--- config.mk ---
export PLATFORM = sky130hd
export DESIGN_NAME = execCore
export DESIGN_NICKNAME = d
export VERILOG_FILES = /design/src/logic/corePkg.sv /design/src/logic/issueQueue.sv /design/src/logic/registerFile.sv /design/src/logic/dispatchUnit.sv /design/src/logic/executeUnit.sv /design/src/logic/reorderBuffer.sv /design/src/logic/execCore.sv
export VERILOG_INCLUDE_DIRS = /design/src /design/src/logic
export SDC_FILE = /design/constraint.sdc
export NUM_CORES = 2
export LEC_CHECK = 0
export ABC_AREA = 1
export BUFFER_PORTS_ARGS = -buffer_cell sky130_fd_sc_hd__buf_2
export CAP_MARGIN = 20
export CELL_PAD_IN_SITES_DETAIL_PLACEMENT = 1
export CELL_PAD_IN_SITES_GLOBAL_PLACEMENT = 2
export CORE_AREA = 2 2 499 501
export CTS_CLUSTER_DIAMETER = 100
export CTS_CLUSTER_SIZE = 24
export DETAILED_ROUTE_END_ITERATION = 12
export DIE_AREA = 0 0 501 503
export PLACE_DENSITY = 0.93
export SYNTH_ARGS = -nofsm -noshare
export SYNTH_HDL_FRONTEND = slang
export SYNTH_SLANG_ARGS = --single-unit
--- constraint.sdc ---
create_clock -name clk -period 9.3 [get_ports clk]
set_clock_uncertainty 0.2 [all_clocks]
set_input_delay 0.465 -clock clk [delete_from_list [all_inputs] [get_ports clk]]
set_output_delay 0.465 -clock clk [all_outputs]
set_load 0.03 [all_outputs]
--- src/logic/core_defines.svh ---
// Shared widths, depths and latencies; ROB_SLOTS and QUEUE_DEPTH must stay powers of two
`ifndef CORE_DEFINES_SVH
`define CORE_DEFINES_SVH

// Data and instruction words
`define ARCH_BITS 32
`define INST_BITS 32
`define OPCODE_BITS 7

// 32 architectural registers
`define REG_IDX_BITS 5

// Reorder buffer, ROB_SLOTS = 2**ROB_IDX_BITS
`define ROB_IDX_BITS 3
`define ROB_SLOTS 8

// Input queue depth, also the source's credits after reset
`define QUEUE_DEPTH 4

// Credits held for the sink after reset
`define COMMIT_CREDITS 4
`define MULT_STAGES 3

`endif

--- src/logic/corePkg.sv ---
// Opcode and field types; codes outside the enum decode as NOP
`default_nettype none

`include "core_defines.svh"

package corePkg;

	// Instruction opcodes kept from the full core
	typedef enum logic [`OPCODE_BITS-1:0]
	{
		OP_ADD = 7'h00,
		OP_SUB = 7'h01,
		OP_MUL = 7'h02,
		OP_MOV = 7'h14,
		OP_MOVI = 7'h15,
		OP_NOP = 7'h7f
	} opcodeT;

	// Architectural register index
	typedef logic [`REG_IDX_BITS-1:0] regIdxT;

	// Reorder slot index
	typedef logic [`ROB_IDX_BITS-1:0] robIdxT;

	typedef logic [`ARCH_BITS-1:0] wordT;

endpackage

`default_nettype wire

--- src/logic/issueQueue.sv ---
// Source must hold a credit for every word it sends; writes are not checked against a full queue
`timescale 1ns/10ps
`default_nettype none

`include "core_defines.svh"

module issueQueue
(
	input logic clk,
	input logic rst,
	input logic instValid,
	input logic [`INST_BITS-1:0] inst,
	input logic headTake,
	output logic headValid,
	output logic [`INST_BITS-1:0] headInst,
	output logic instCredit
);
	localparam int PtrBits = $clog2(`QUEUE_DEPTH);
	localparam int CountBits = $clog2(`QUEUE_DEPTH + 1);

	logic [`INST_BITS-1:0] mem [`QUEUE_DEPTH];
	logic [PtrBits-1:0] rdPtr;
	logic [PtrBits-1:0] wrPtr;
	logic [CountBits-1:0] count;
	logic popFire;

	assign headValid = count != '0;
	assign headInst = mem[rdPtr];
	assign popFire = headTake && headValid;

	always_ff @(posedge clk)
	begin
		if (instValid)
			mem[wrPtr] <= inst;
	end

	always_ff @(posedge clk)
	begin
		if (rst)
		begin
			rdPtr <= '0;
			wrPtr <= '0;
			count <= '0;
			instCredit <= 1'b0;
		end
		else
		begin
			if (instValid)
				wrPtr <= wrPtr + 1'b1;
			if (popFire)
				rdPtr <= rdPtr + 1'b1;
			count <= count + CountBits'(instValid) - CountBits'(popFire);
			// One credit back per entry handed to dispatch
			instCredit <= popFire;
		end
	end

endmodule

`default_nettype wire

--- src/logic/registerFile.sv ---
// Reads are combinational; a write lands at the clock edge that ends its cycle
`timescale 1ns/10ps
`default_nettype none

`include "core_defines.svh"

module registerFile
(
	input logic clk,
	input logic rst,
	input corePkg::regIdxT readIdx1,
	input corePkg::regIdxT readIdx2,
	input logic wbEnable,
	input corePkg::regIdxT wbIdx,
	input corePkg::wordT wbData,
	output corePkg::wordT readData1,
	output corePkg::wordT readData2
);
	import corePkg::*;

	wordT regs [2**`REG_IDX_BITS];

	assign readData1 = regs[readIdx1];
	assign readData2 = regs[readIdx2];

	always_ff @(posedge clk)
	begin
		if (rst)
		begin
			for (int i = 0; i < 2**`REG_IDX_BITS; i++)
				regs[i] <= '0;
		end
		else if (wbEnable)
			regs[wbIdx] <= wbData;
	end

endmodule

`default_nettype wire

--- src/logic/dispatchUnit.sv ---
// In-order single issue; waits on pending sources and destination, so no forwarding exists
`timescale 1ns/10ps
`default_nettype none

`include "core_defines.svh"

module dispatchUnit
(
	input logic clk,
	input logic rst,
	input logic headValid,
	input logic [`INST_BITS-1:0] headInst,
	input corePkg::wordT readData1,
	input corePkg::wordT readData2,
	input logic robFull,
	input corePkg::robIdxT robTail,
	input logic wbEnable,
	input corePkg::regIdxT wbIdx,
	output logic headTake,
	output corePkg::regIdxT readIdx1,
	output corePkg::regIdxT readIdx2,
	output logic robAlloc,
	output corePkg::regIdxT allocDst,
	output corePkg::robIdxT allocIdx,
	output logic aluIssue,
	output corePkg::opcodeT aluOp,
	output corePkg::wordT aluA,
	output corePkg::wordT aluB,
	output corePkg::robIdxT aluRob,
	output logic multIssue,
	output corePkg::wordT multA,
	output corePkg::wordT multB,
	output corePkg::robIdxT multRob
);
	import corePkg::*;

	opcodeT opcode;
	regIdxT dst;
	regIdxT src1;
	regIdxT src2;
	wordT imm;
	logic isAlu;
	logic isMul;
	logic useSrc1;
	logic useSrc2;
	logic stall;
	logic issueFire;
	logic [2**`REG_IDX_BITS-1:0] pending;

	// Field decode
	assign opcode = opcodeT'(headInst[31:25]);
	assign dst = headInst[24:20];
	assign src1 = headInst[19:15];
	assign src2 = headInst[14:10];
	assign imm = {{(`ARCH_BITS - 20){headInst[19]}}, headInst[19:0]};

	// Anything outside these sets is a NOP
	assign isMul = opcode == OP_MUL;
	assign isAlu = opcode inside {OP_ADD, OP_SUB, OP_MOV, OP_MOVI};
	assign useSrc1 = opcode inside {OP_ADD, OP_SUB, OP_MUL, OP_MOV};
	assign useSrc2 = opcode inside {OP_ADD, OP_SUB, OP_MUL};

	assign stall = robFull || (useSrc1 && pending[src1]) || (useSrc2 && pending[src2]) ||
		pending[dst];
	assign issueFire = headValid && (isAlu || isMul) && !stall;

	// NOPs leave the queue at once and take no slot
	assign headTake = issueFire || (headValid && !isAlu && !isMul);

	assign readIdx1 = src1;
	assign readIdx2 = src2;
	assign robAlloc = issueFire;
	assign allocDst = dst;
	assign allocIdx = robTail;

	// MOV adds zero to the register, MOVI adds zero to the immediate
	assign aluIssue = issueFire && isAlu;
	assign aluOp = opcode;
	assign aluA = (opcode == OP_MOVI) ? imm : readData1;
	assign aluB = (opcode inside {OP_ADD, OP_SUB}) ? readData2 : '0;
	assign aluRob = robTail;

	assign multIssue = issueFire && isMul;
	assign multA = readData1;
	assign multB = readData2;
	assign multRob = robTail;

	// Scoreboard, a set in the same cycle as a clear wins
	always_ff @(posedge clk)
	begin
		if (rst)
			pending <= '0;
		else
		begin
			if (wbEnable)
				pending[wbIdx] <= 1'b0;
			if (robAlloc)
				pending[allocDst] <= 1'b1;
		end
	end

endmodule

`default_nettype wire

--- src/logic/executeUnit.sv ---
// MULT_STAGES must be at least 2; only the low word of the product is kept
`timescale 1ns/10ps
`default_nettype none

`include "core_defines.svh"

module executeUnit
(
	input logic clk,
	input logic rst,
	input logic aluIssue,
	input corePkg::opcodeT aluOp,
	input corePkg::wordT aluA,
	input corePkg::wordT aluB,
	input corePkg::robIdxT aluRob,
	input logic multIssue,
	input corePkg::wordT multA,
	input corePkg::wordT multB,
	input corePkg::robIdxT multRob,
	output logic aluDone,
	output corePkg::robIdxT aluDoneRob,
	output corePkg::wordT aluResult,
	output logic multDone,
	output corePkg::robIdxT multDoneRob,
	output corePkg::wordT multResult
);
	import corePkg::*;

	logic [`MULT_STAGES-1:0] multValid;
	robIdxT multRobPipe [`MULT_STAGES];
	wordT multPipe [`MULT_STAGES];

	// Single ALU stage
	always_ff @(posedge clk)
	begin
		if (rst)
			aluDone <= 1'b0;
		else
			aluDone <= aluIssue;
	end

	always_ff @(posedge clk)
	begin
		aluDoneRob <= aluRob;
		aluResult <= (aluOp == OP_SUB) ? aluA - aluB : aluA + aluB;
	end

	// Multiplier pipeline, valid bits shift alongside the data
	always_ff @(posedge clk)
	begin
		if (rst)
			multValid <= '0;
		else
			multValid <= {multValid[`MULT_STAGES-2:0], multIssue};
	end

	always_ff @(posedge clk)
	begin
		multRobPipe[0] <= multRob;
		multPipe[0] <= multA * multB;
		for (int i = 1; i < `MULT_STAGES; i++)
		begin
			multRobPipe[i] <= multRobPipe[i-1];
			multPipe[i] <= multPipe[i-1];
		end
	end

	assign multDone = multValid[`MULT_STAGES-1];
	assign multDoneRob = multRobPipe[`MULT_STAGES-1];
	assign multResult = multPipe[`MULT_STAGES-1];

endmodule

`default_nettype wire

--- src/logic/reorderBuffer.sv ---
// Sink must not return more credits than it was given; commit outputs are combinational
`timescale 1ns/10ps
`default_nettype none

`include "core_defines.svh"

module reorderBuffer
(
	input logic clk,
	input logic rst,
	input logic robAlloc,
	input corePkg::regIdxT allocDst,
	input corePkg::robIdxT allocIdx,
	input logic aluDone,
	input corePkg::robIdxT aluDoneRob,
	input corePkg::wordT aluResult,
	input logic multDone,
	input corePkg::robIdxT multDoneRob,
	input corePkg::wordT multResult,
	input logic commitCredit,
	output logic robFull,
	output corePkg::robIdxT robTail,
	output logic wbEnable,
	output corePkg::regIdxT wbIdx,
	output corePkg::wordT wbData,
	output logic commitValid,
	output corePkg::regIdxT commitDst,
	output corePkg::wordT commitData
);
	import corePkg::*;

	localparam int CountBits = `ROB_IDX_BITS + 1;
	localparam int CreditBits = $clog2(`COMMIT_CREDITS + 1);

	regIdxT dstMem [`ROB_SLOTS];
	wordT dataMem [`ROB_SLOTS];
	logic [`ROB_SLOTS-1:0] done;
	robIdxT head;
	robIdxT tail;
	logic [CountBits-1:0] count;
	logic [CreditBits-1:0] credits;
	logic commitFire;

	assign robFull = count == CountBits'(`ROB_SLOTS);
	assign robTail = tail;

	// Oldest slot retires once finished and the sink has room
	assign commitFire = (count != '0) && done[head] && (credits != '0);

	assign wbEnable = commitFire;
	assign wbIdx = dstMem[head];
	assign wbData = dataMem[head];
	assign commitValid = commitFire;
	assign commitDst = wbIdx;
	assign commitData = wbData;

	always_ff @(posedge clk)
	begin
		if (robAlloc)
			dstMem[allocIdx] <= allocDst;
		if (aluDone)
			dataMem[aluDoneRob] <= aluResult;
		if (multDone)
			dataMem[multDoneRob] <= multResult;
	end

	always_ff @(posedge clk)
	begin
		if (rst)
		begin
			done <= '0;
			head <= '0;
			tail <= '0;
			count <= '0;
			credits <= CreditBits'(`COMMIT_CREDITS);
		end
		else
		begin
			if (robAlloc)
			begin
				done[allocIdx] <= 1'b0;
				tail <= tail + 1'b1;
			end
			// Both units may finish in the same cycle, always in different slots
			if (aluDone)
				done[aluDoneRob] <= 1'b1;
			if (multDone)
				done[multDoneRob] <= 1'b1;
			if (commitFire)
				head <= head + 1'b1;
			count <= count + CountBits'(robAlloc) - CountBits'(commitFire);
			credits <= credits + CreditBits'(commitCredit) - CreditBits'(commitFire);
		end
	end

endmodule

`default_nettype wire

--- src/logic/execCore.sv ---
// Credit-based ports on both sides; the source starts with QUEUE_DEPTH credits
`timescale 1ns/10ps
`default_nettype none

`include "core_defines.svh"

module execCore
(
	input logic clk,
	input logic rst,
	input logic instValid,
	input logic [`INST_BITS-1:0] inst,
	input logic commitCredit,
	output logic instCredit,
	output logic commitValid,
	output corePkg::regIdxT commitDst,
	output corePkg::wordT commitData
);
	import corePkg::*;

	// Queue to dispatch
	logic headValid;
	logic [`INST_BITS-1:0] headInst;
	logic headTake;

	// Register reads
	regIdxT readIdx1;
	regIdxT readIdx2;
	wordT readData1;
	wordT readData2;

	// Slot allocation
	logic robFull;
	robIdxT robTail;
	logic robAlloc;
	regIdxT allocDst;
	robIdxT allocIdx;

	// Issue ports
	logic aluIssue;
	opcodeT aluOp;
	wordT aluA;
	wordT aluB;
	robIdxT aluRob;
	logic multIssue;
	wordT multA;
	wordT multB;
	robIdxT multRob;

	// Completion ports
	logic aluDone;
	robIdxT aluDoneRob;
	wordT aluResult;
	logic multDone;
	robIdxT multDoneRob;
	wordT multResult;

	// Writeback
	logic wbEnable;
	regIdxT wbIdx;
	wordT wbData;

	issueQueue issueQueue_inst (.*);
	dispatchUnit dispatchUnit_inst (.*);
	registerFile registerFile_inst (.*);
	executeUnit executeUnit_inst (.*);
	reorderBuffer reorderBuffer_inst (.*);

endmodule

`default_nettype wire

==> flow_summary.rst <==
.. list-table::
   :header-rows: 1

   * - Metric
     - Value
   * - Post-synth design cell area
     - 101000 µm²
   * - Worst R2R Setup Slack
     - 160 ps
   * - Most frequent cell after synthesis
     - nand2_1
   * - CP Class
     - reg -> reg
   * - Final setup violation count
     - 0
   * - Vias post-DR
     - 95.5k
   * - Fraction of synthesized cell area taken by the top area cell type
     - 43.2%
   * - Library cell with the largest summed area after synthesis
     - edfxtp_1
   * - I/O pin count
     - 75
   * - Maximum buffer depth of the clock tree
     - 3
   * - Mean Syn Cell Area
     - 8.50 µm²
   * - Number of violations reported at the end of detailed-routing iteration 0
     - 14.3k
   * - Via count of the first global-routing pass
     - 95.3k
   * - Number of routed nets with antenna violations
     - 0
   * - R2R depth
     - 37
   * - Critical path destination
     - executeUnit_inst.multPipe[0][31]
   * - Worst Path Required
     - 9780 ps
   * - Total clock buffers created by CTS
     - 89
   * - Std cell rows
     - 183
   * - Clock-pin slew of the registers on the worst-case setup and hold paths
     - 100 ps
   * - Worst Setup End Kind
     - register
   * - Signed area change from the synthesized netlist to the final layout
     - 11.3%
   * - Clk sinks
     - 1655
   * - Detailed-placement wirelength estimate
     - 307000 µm
   * - Net count after synthesis
     - 12.5k
   * - Final Critical Period
     - 9140 ps
   * - Gr ovfl total
     - 0
   * - Routed length per placed instance
     - 32.0 µm
   * - Wire length of the first global-routing pass
     - 674000 µm
   * - Overall die area
     - 252000 µm²
   * - Worst r2r dst
     - executeUnit_inst.multPipe[0][31]
   * - DP Worst Slack
     - -164 ps
   * - Max-cap check violation count
     - 0
   * - Combined global-route utilization of all metal layers
     - 37.0%
   * - Final period util
     - 98.3%
   * - Top achievable clock speed
     - 0.109 GHz
   * - Chip height
     - 503 µm
   * - Final Max Slew Viols
     - 0
   * - Number of hold violations in the final report
     - 0
   * - Outcome
     - finished, final reports clean
   * - Critical Path Max Stage Delay
     - 580 ps
   * - Worst skew pair latency
     - 860 ps
   * - Headroom to the max-slew limit
     - 18.1%
   * - CTS tree
     - yes
   * - Worst Hold Slack
     - 123 ps
   * - Startpoint Class
     - register
   * - Worst-Margin Slew
     - 1230 ps
   * - Core box area
     - 247000 µm²
   * - Post-Syn Instances
     - 11.8k
   * - Port Buffer Count
     - 74
   * - PnR worst setup slack
     - 162 ps
   * - Number of enable flip-flop cells after synthesis
     - 1448
   * - Async S/R FF share, synth
     - 0%
   * - Routed via count divided by cell count
     - 6.32
   * - Total detailed-routing wirelength
     - 483000 µm
   * - Fraction of final layout cells sized beyond drive strength 1
     - 9.25%
   * - Synth top cells by count
     - nand2_1 (2797), nand3_1 (2177), nor2_1 (1662)
   * - Clock tree root driver cell
     - clkbuf_16
   * - Pin count of the biggest net entering global routing
     - 80
   * - Critical Path Fanout Max
     - 17
   * - Share of the yosys chip area belonging to registers
     - 47.3%
   * - Synthesis warning total
     - 0
   * - Final core occ
     - 45.4%
   * - Number of register bits inferred by synthesis
     - 1655
   * - Effective utilization at floorplan
     - 40.8%
   * - Number of H-tree branching levels
     - 3
   * - Critical-path cell with the highest stage delay
     - fa_1
   * - Die width
     - 501 µm
   * - Final TNS setup
     - 0 ps
   * - Number of DRC violations after detailed routing
     - 0
   * - Crit path DAT
     - 9620 ps
   * - Main flop type after synthesis
     - edfxtp_1
   * - Final RePlAce weighted congestion
     - 0.965
   * - Detailed Routing Iterations Pass 1
     - 7
   * - Initial antenna violation count
     - 33
   * - Class of the most critical hold timing path
     - reg -> reg
   * - Unique cell type count in the Yosys netlist
     - 63
   * - RSZ-0062 raised after global routing
     - true
   * - CP most frequent cell
     - fa_1
   * - Number of nets in the final layout
     - 12.4k
   * - Cells taking the most area after synthesis
     - edfxtp_1 (43%), nand3_1 (11%), nand2_1 (10%)
## layer usage
layer	wire [µm]	global-route usage (%)	part of all wire, %
met1	176000	47.6	36
met3	65200	10.1	13
met5	131	0	0.027
met4	36500	24.1	7.6
met2	205000	54.6	42
## critical path, delay by kind of cell, from the launching register on
family	cells	cell delay, ps
fa+ha+maj	9	4570
compound gates	3	510
buf+inv	14	2020
simple gates	11	1200
flops	1	410
## layout make-up
cell class	instances	area, µm²
fillers	28611	135000
flip-flops and latches	1655	47600
multi-input cells	8386	46300
repair buffers	769	7620
well taps	3237	4050
inverters	884	3450
clock buffers	115	2390
clock inverters	40	499
diodes	28	70.1
repair inverters	3	38.8
## sequential cells by signal, summed over array words and instances (netlist names), 3 cells and up, named ones only
signal	count
issueQueue_inst.mem	128
reorderBuffer_inst.dataMem	256
reorderBuffer_inst.dstMem	40
issueQueue_inst.count	3
reorderBuffer_inst.count	4
executeUnit_inst.multPipe	96
dispatchUnit_inst.pending	32
reorderBuffer_inst.robTail	3
executeUnit_inst.aluResult	32
reorderBuffer_inst.credits	3
reorderBuffer_inst.done	8
registerFile_inst.regs	1024
reorderBuffer_inst.head	3
executeUnit_inst.multRobPipe	7
executeUnit_inst.multValid	3
## cells in the final DEF (no fill, tap or decap), types with 32 or more instances in the layout
master         count
nand2_1         2744
nand3_1         2130
nor2_1          1659
edfxtp_1        1448
inv_1            838
buf_4            496
o21ai_0          464
fa_1             411
dfxtp_1          204
ha_1             170
o211ai_1         144
a21oi_1          124
clkbuf_16        103
buf_12            81
o32ai_1           75
buf_2             74
xor2_1            66
nand3_2           39
nand2_4           36
dlygate4sd3_1     36
o21ai_1           35
nand2_2           34
xnor2_1           34
buf_6             32
## worst min path at each step
| stage | from | to | slack [ps] | cells past startpoint |
|---|---|---|---|---|
| after CTS | executeUnit_inst.multPipe[0][51] | executeUnit_inst.multPipe[0][83] | 130 | 0 |
| after floorplan | executeUnit_inst.multPipe[0][0] | executeUnit_inst.multPipe[0][32] | 110 | 0 |
| final | executeUnit_inst.multPipe[0][51] | executeUnit_inst.multPipe[0][83] | 120 | 0 |
| after detailed placement | executeUnit_inst.multPipe[0][12] | executeUnit_inst.multPipe[0][44] | 110 | 0 |
| after global placement | executeUnit_inst.multPipe[0][42] | executeUnit_inst.multPipe[0][74] | 110 | 0 |
| after global routing | executeUnit_inst.multPipe[0][51] | executeUnit_inst.multPipe[0][83] | 130 | 0 |
## kinds of logic (layout without fill, tap and decap cells)
kind of cell             after synthesis  after routing  synth area share (%)
flip-flops                          1655           1655                  47.3
adder cells (fa/ha/maj)              583            583                  10.3
AO/OA/AOI/OAI                        969            969                  5.85
buffers and inverters               1806           1811                  7.59
other                                  0             28                     0
AND/OR/NAND/NOR                     6734           6734                  28.1
XOR/XNOR                             100            100                 0.870
## metrics by stage
| stage | instances | area (µm²) |
|---|---|---|
| after floorplan | 11847 | 101000 |
| after global routing | 15099 | 112000 |
| final | 15117 | 112000 |
| after CTS | 15052 | 111000 |
| after global placement | 14850 | 107000 |
| after detailed placement | 14861 | 108000 |
## timing repair
action	4_1_cts	5_1_grt
hold buffers	36	0
pin swaps	0	12
buffers inserted	0	18
gates resized for setup	4	146
cloned	0	14
endpoints found under the hold margin	148	0
setup endpoints to repair	7	10
Power is not shown: default switching activity piles up to over one toggle a cycle in this logic, so the estimate is an artifact.
